===== src/cbus_axi_settings.svh =====
`ifndef CBUS_AXI_SETTINGS_SVH
`define CBUS_AXI_SETTINGS_SVH

// width of one data word, shared by the cache bus and both AXI data channels
`define CBUS_DATA_WIDTH 32

// width of the word count taken from the cache-bus order
// a request of order n moves 2^n words, so 4 bits cover up to 16 words
`define CBUS_LEN_BITS 4

// width of AXI len
// 2 bits limit a burst to 4 beats, so long requests are split into
// several bursts by the bridge
`define AXI_LEN_BITS 2

// number of 32-bit words in the RAM behind the AXI slave
// byte addresses beyond this wrap around
`define AXI_RAM_WORDS 256

`endif


===== src/axi_pkg.sv =====
`include "cbus_axi_settings.svh"

package axi_pkg;

    // AXI burst length field, beat count minus one
    typedef logic [`AXI_LEN_BITS-1:0] axi_len_t;

    // response code of the r and b channels
    // only OKAY (2'b00) is ever returned by the RAM slave,
    // so the code does not travel on a port
    typedef logic [1:0] axi_resp_code_t;

    // burst handling in the RAM slave
    //   IDLE         both address channels ready, read wins
    //   READ_BEATS   one r beat per cycle while r_ready
    //   WRITE_BEATS  one w beat per cycle while w_valid
    //   WRITE_RESP   b_valid held until b_ready
    typedef enum logic [1:0] {
        IDLE,
        READ_BEATS,
        WRITE_BEATS,
        WRITE_RESP
    } slave_state_t;

endpackage


===== src/cbus_pkg.sv =====
`include "cbus_axi_settings.svh"

package cbus_pkg;

    // byte address as seen by the cache
    // the low two bits are always zero for word requests
    typedef logic [31:0] addr_t;

    // one data word on the cache bus
    typedef logic [`CBUS_DATA_WIDTH-1:0] word_t;

    // log2 of the number of words in one request
    // legal values run from 0 (single word) to 4 (16 words)
    typedef logic [2:0] cbus_order_t;

endpackage


===== src/cbus_to_axi.sv =====
`timescale 1ns/1ps

`include "cbus_axi_settings.svh"

module cbus_to_axi (
    input  logic                 clk,
    input  logic                 reset,

    // cache bus
    input  logic                 cbus_valid,
    input  logic                 cbus_is_write,
    input  cbus_pkg::addr_t      cbus_addr,
    input  cbus_pkg::cbus_order_t cbus_order,
    input  cbus_pkg::word_t      cbus_wdata,
    output logic                 cbus_okay,
    output logic                 cbus_last,
    output cbus_pkg::word_t      cbus_rdata,

    // AXI master side
    output logic                 ar_valid,
    output cbus_pkg::addr_t      ar_addr,
    output axi_pkg::axi_len_t    ar_len,
    input  logic                 ar_ready,

    input  logic                 r_valid,
    input  cbus_pkg::word_t      r_data,
    input  logic                 r_last,
    output logic                 r_ready,

    output logic                 aw_valid,
    output cbus_pkg::addr_t      aw_addr,
    output axi_pkg::axi_len_t    aw_len,
    input  logic                 aw_ready,

    output logic                 w_valid,
    output cbus_pkg::word_t      w_data,
    output logic                 w_last,
    input  logic                 w_ready,

    input  logic                 b_valid,
    output logic                 b_ready
);
    import cbus_pkg::*;
    import axi_pkg::*;

    // bits of the word count that do not fit into AXI len
    // they count the bursts of a split request
    localparam int EXCEED_BITS = `CBUS_LEN_BITS - `AXI_LEN_BITS;
    localparam int COUNT_BITS  = `CBUS_LEN_BITS;

    typedef logic [EXCEED_BITS-1:0] round_t;
    typedef logic [COUNT_BITS-1:0]  count_t;

    typedef enum logic [1:0] {
        IDLE,
        TRANSFER,
        REQUEST,
        WAITING
    } bridge_state_t;

    bridge_state_t state;
    addr_t         current_addr;
    round_t        round_cnt;
    axi_len_t      len_cnt;

    // word count minus one, split into bursts minus one and beats minus one
    // order 4 wraps to zero before the subtraction and gives all ones
    count_t   words_m1;
    round_t   num_round;
    axi_len_t axi_len;
    addr_t    addr_step;

    assign words_m1              = (count_t'(1) << cbus_order) - count_t'(1);
    assign {num_round, axi_len}  = words_m1;

    // next burst starts one full burst of words higher
    assign addr_step = (addr_t'(axi_len) + addr_t'(1)) << 2;

    logic addr_ok;
    logic rw_handshake;
    logic transaction_ok;
    logic is_last;
    logic is_final;
    logic issue;

    assign addr_ok        = cbus_is_write ? aw_ready : ar_ready;
    assign rw_handshake   = (w_valid && w_ready) || (r_valid && r_ready);
    assign transaction_ok = b_valid && b_ready;

    assign is_last  = len_cnt == '0;
    assign is_final = is_last && (round_cnt == '0);

    // address channel, new request in IDLE or follow-up burst in REQUEST
    assign issue    = ((state == IDLE) && cbus_valid) || (state == REQUEST);
    assign ar_valid = issue && !cbus_is_write;
    assign aw_valid = issue && cbus_is_write;
    assign ar_addr  = (state == IDLE) ? cbus_addr : current_addr;
    assign aw_addr  = ar_addr;
    assign ar_len   = axi_len;
    assign aw_len   = axi_len;

    // data channels follow the cache bus directly
    assign w_valid = (state == TRANSFER) && cbus_is_write;
    assign w_data  = cbus_wdata;
    assign w_last  = w_valid && is_last;
    assign r_ready = (state == TRANSFER) && !cbus_is_write;
    assign b_ready = state == WAITING;

    assign cbus_rdata = r_data;

    // the last write word of each burst is acknowledged by its b handshake,
    // so the cache does not move on before the burst is committed
    assign cbus_okay = (cbus_is_write && is_last) ? transaction_ok : rw_handshake;
    assign cbus_last = is_final && (cbus_is_write ? transaction_ok : (rw_handshake && r_last));

    always_ff @(posedge clk) begin
        if (reset) begin
            state     <= IDLE;
            round_cnt <= '0;
            len_cnt   <= '0;
        end else begin
            unique case (state)
                IDLE: begin
                    if (cbus_valid && addr_ok) begin
                        state     <= TRANSFER;
                        round_cnt <= num_round;
                        len_cnt   <= axi_len;
                    end
                end
                TRANSFER: begin
                    if (rw_handshake) begin
                        if (!is_last) begin
                            len_cnt <= len_cnt - axi_len_t'(1);
                        end else if (cbus_is_write) begin
                            state <= WAITING;
                        end else if (is_final) begin
                            state <= IDLE;
                        end else begin
                            state <= REQUEST;
                        end
                    end
                end
                REQUEST: begin
                    if (addr_ok) begin
                        state     <= TRANSFER;
                        round_cnt <= round_cnt - round_t'(1);
                        len_cnt   <= axi_len;
                    end
                end
                WAITING: begin
                    if (transaction_ok) begin
                        state <= is_final ? IDLE : REQUEST;
                    end
                end
                default: state <= IDLE;
            endcase
        end
    end

    // start address of the next burst
    always_ff @(posedge clk) begin
        if ((state == IDLE) && cbus_valid && addr_ok) begin
            current_addr <= cbus_addr + addr_step;
        end else if ((state == REQUEST) && addr_ok) begin
            current_addr <= current_addr + addr_step;
        end
    end

endmodule


===== config.mk =====
export PLATFORM = sky130hd
export DESIGN_NAME = cbus_to_axi
export DESIGN_NICKNAME = d
export VERILOG_FILES = /design/src/axi_pkg.sv /design/src/cbus_pkg.sv /design/src/cbus_to_axi.sv
export VERILOG_INCLUDE_DIRS = /design/src
export SDC_FILE = /design/constraint.sdc
export NUM_CORES = 1
export LEC_CHECK = 0
export ABC_AREA = 1
export ABC_CLOCK_PERIOD_IN_PS = 3900
export BUFFER_PORTS_ARGS = -buffer_cell sky130_fd_sc_hd__buf_2
export CORE_UTILIZATION = 41
export CTS_CLUSTER_DIAMETER = 120
export CTS_CLUSTER_SIZE = 24
export DETAILED_ROUTE_END_ITERATION = 10
export PLACE_DENSITY = 0.88
export SLEW_MARGIN = 40
export SYNTH_ARGS = -nofsm -noshare
export SYNTH_HDL_FRONTEND = slang
export SYNTH_SLANG_ARGS = --single-unit

===== constraint.sdc =====
create_clock -name clk -period 3.9 [get_ports clk]
set_clock_uncertainty 0.2 [all_clocks]
set_input_delay 0.975 -clock clk [delete_from_list [all_inputs] [get_ports clk]]
set_output_delay 0.975 -clock clk [all_outputs]
set_load 0.01 [all_outputs]

==> impl_metrics.py <==
metrics = {
    "run_status": {
        "status": "finished, final reports clean",
    },
    "detailed_routing": {
        "ant_nets": 0,
        "vias": 3951,
        "drt_wl_total_um": 10800,
        "viasPerCell": 4.80,
        "drc_errors": 0,
        "wl_per_cell_um": 13.1,
        "first_iter_violations": 227,
        "drt_first_pass_iters": 4,
    },
    "synth": {
        "synth_flop_cell": "edfxtp_1",
        "yosysSeqAreaShare": 0.247,
        "synth_cell_types": 34,
        "synth_compound_area_frac": 0.0463,
        "synth_edf_count": 32,
        "ys_seq_elements": 38,
        "synthArstFlopShare": 0,
        "syn_area_per_cell_um2": 6.57,
        "synth_top_area_share": 0.220,
        "synth.most_common_cell": "nand2_1",
        "synth.area.mux_share": 0,
        "synth_largest_area_cell": "edfxtp_1",
        "synth_xor_area_frac": 0.0360,
        "yosys.area_share.simple": 0.392,
        "synth_cells": 666,
        "synthAdderAreaFrac": 0.0246,
        "ys_warn_count": 0,
        "synth_common_cells": "nand2_1, buf_4, inv_1",
        "synthTopCellsByArea": "edfxtp_1, nand2_1, buf_4",
        "syn_nets": 783,
        "synth_area_mm2": 0.00438,
        "synth_top_family_by_area": "simple AND/OR/NAND/NOR gates",
    },
    "cts": {
        "cts_buffers": 5,
        "clk_latency_ns": 0.30,
        "clock_tree.root_cell": "clkbuf_8",
        "clkSinkCount": 38,
        "hold_buffers": 0,
        "cts_tree": "done",
        "path_clk_slew_ns": 0.08,
        "clk_path_buf_depth": 2,
        "post-cts-setup-buffers": 0,
        "cts-resized-gates": 0,
        "cts.htree.levels": 2,
    },
    "setup_path": {
        "timing.critical_path.mode_cell": "inv_1",
        "crit_path_start": "cbus_is_write",
        "start_kind": "input port",
        "path_delay_family": "simple AND/OR/NAND/NOR gates",
        "crit_type": "input port to flip-flop",
        "end_kind": "flip-flop",
        "worstPathArrival_ns": 3.48,
        "path_cells": "buf_2, inv_2, nand2_2, nand2_4, nand2_4, inv_1, nand2_1, o21ai_0, ha_1, inv_1, fa_1, inv_1, a21oi_1, inv_1, nand2_1, nor2_4, nand3_2, o21ai_0, nand2_1",
        "crit_buf_inv": 6,
        "crit_slowest_cell": "fa_1",
        "max_stage_delay_ns": 0.40,
        "r2r_start": "state[1]",
        "required_ns": 3.76,
        "critPathMaxFanout": 7,
    },
    "pwr": {
        "p_leak_nw": 2.36,
        "p_int_mw": 1.38,
        "combPwrFrac": 0.599,
        "swShare": 0.475,
        "switching_power_mw": 1.25,
        "p_per_area_mw_per_mm2": 583,
        "clockPowerShare": 0.164,
        "peakVddDrop_mv": 0.229,
        "power_mw": 2.63,
        "seq_power_share": 0.237,
    },
    "min_path": {
        "min_from": "len_cnt[1]",
        "hp-class": "flip-flop to flip-flop",
    },
    "placement": {
        "portBuffers": 120,
        "place_ws_ns": 0.0303,
        "hpwl_um": 8360,
        "gp_congestion": 0.906,
        "place_area_mm2": 0.00436,
    },
    "sta": {
        "finalHoldViolCount": 0,
        "finalCriticalPeriod_ns": 3.63,
        "finalMaxSlewViolations": 0,
        "rsz0062_at_grt": "false",
        "fin_ws_ns": 0.275,
        "setup_violations": 0,
        "tns_ns": 0,
        "relSlewSlack": 0.539,
        "worst_slew_pin_slew_ns": 0.691,
        "fmax_ghz": 0.276,
        "fin_crit_sh": 0.930,
    },
    "grt": {
        "grt_max_degree": 41,
        "grt_pass1_wl_um": 17200,
        "antenna_found_initial": 0,
        "gr-total-overflow": 0,
        "grt_pass1_vias": 3629,
        "grt_usage": 0.194,
    },
    "cells_and_area": {
        "num_antenna_cells": 0,
        "fin_area_mm2": 0.00451,
        "final_layout_size_suffix_gt1_frac": 0.274,
        "n_fill_cell": 1079,
        "syn_to_final_growth_pct": 3.12,
        "final_core_util": 0.437,
        "final_nets": 803,
    },
    "floorplanning": {
        "die_y_um": 105,
        "start_util": 0.424,
        "core_mm2": 0.0103,
        "rows": 37,
        "ios": 249,
        "fp.dieArea_mm2": 0.0111,
        "die_x_um": 105,
    },
    "job": {
        "drv_cap": 0,
    },
}
state kept, by name, indices dropped and copies added, names as in the netlist:
| register | flops |
|---|---|
| state | 2 |
| len_cnt | 2 |
| round_cnt | 2 |
| current_addr | 32 |
path summary, 6_finish.rpt:
check | slack [ns] | end | cells past startpoint
worst min register to register | 0.33 | len_cnt[1] | 4
worst max-delay path | 0.27 | current_addr[20] | 19
worst min-delay path | 0.33 | len_cnt[1] | 4
worst max register to register | 0.59 | current_addr[20] | 18
placed cells by master, fill, tap and decap left out, drive strengths merged:
cell	n
nand2	255
buf	130
nor2	66
inv	64
nand3	41
edfxtp	32
o21ai	27
nand3b	13
xor2	13
ha	7
clkbuf	6
dfxtp	6
nand4	5
xnor2	5
a21oi	5
nor3	2
a31oi	2
bufinv	2
o22ai	1
a22oi	1
a211oi	1
o22a	1
or2	1
fa	1
per-layer routing:
layer | track usage | routed length (um) | vias up
met4 | 0.0543 | 182 | 0
met3 | 0.0495 | 820 | 21
met2 | 0.324 | 5000 | 158
met5 | 0 | 0 | -
met1 | 0.245 | 4770 | 1755
li1 | - | - | 2017
kinds of logic after synthesis:
group                    after synthesis
buffers and inverters                181
AO/OA/AOI/OAI                         38
adder cells (fa/ha/maj)                8
XOR/XNOR                              18
flip-flops                            38
AND/OR/NAND/NOR                      383
tightest hold or removal path: stages (launching register included):
cell and delay, ns:
dfxtp_1 0.30, inv_1 0.06, nand2_1 0.05, nand2_1 0.05, nor2_1 0.03
metrics by stage:
stage / instances / hold slack, ns
final: 823 / 0.334
after global routing: 823 / 0.391
after CTS: 823 / 0.335
after detailed placement: 815 / 0.321
after global placement: 815 / 0.316
after floorplan: 666 / 0.298
power groups by stage:
| stage | sequential, mW | clock [mW] | combinational (mW) |
|---|---|---|---|
| after floorplan | 0.618 | 0 | 1.31 |
| after global placement | 0.630 | 0 | 1.54 |
| after detailed placement | 0.629 | 0 | 1.58 |
| after CTS | 0.622 | 0.430 | 1.59 |
| after global routing | 0.632 | 0.446 | 1.76 |
| final | 0.623 | 0.431 | 1.58 |
layout make-up:
class / instances / area, um^2 / area share
Clock buffer: 6 / 82.6 / 0.0183
Sequential cell: 38 / 1080 / 0.240
Timing Repair Buffer: 130 / 676 / 0.150
Tap cell: 136 / 170 / 0.0377
Clock inverter: 2 / 60.1 / 0.0133
Inverter: 64 / 240 / 0.0532
Multi-Input combinational cell: 447 / 2200 / 0.488
Note: power is estimated with default switching activity, not from simulation.
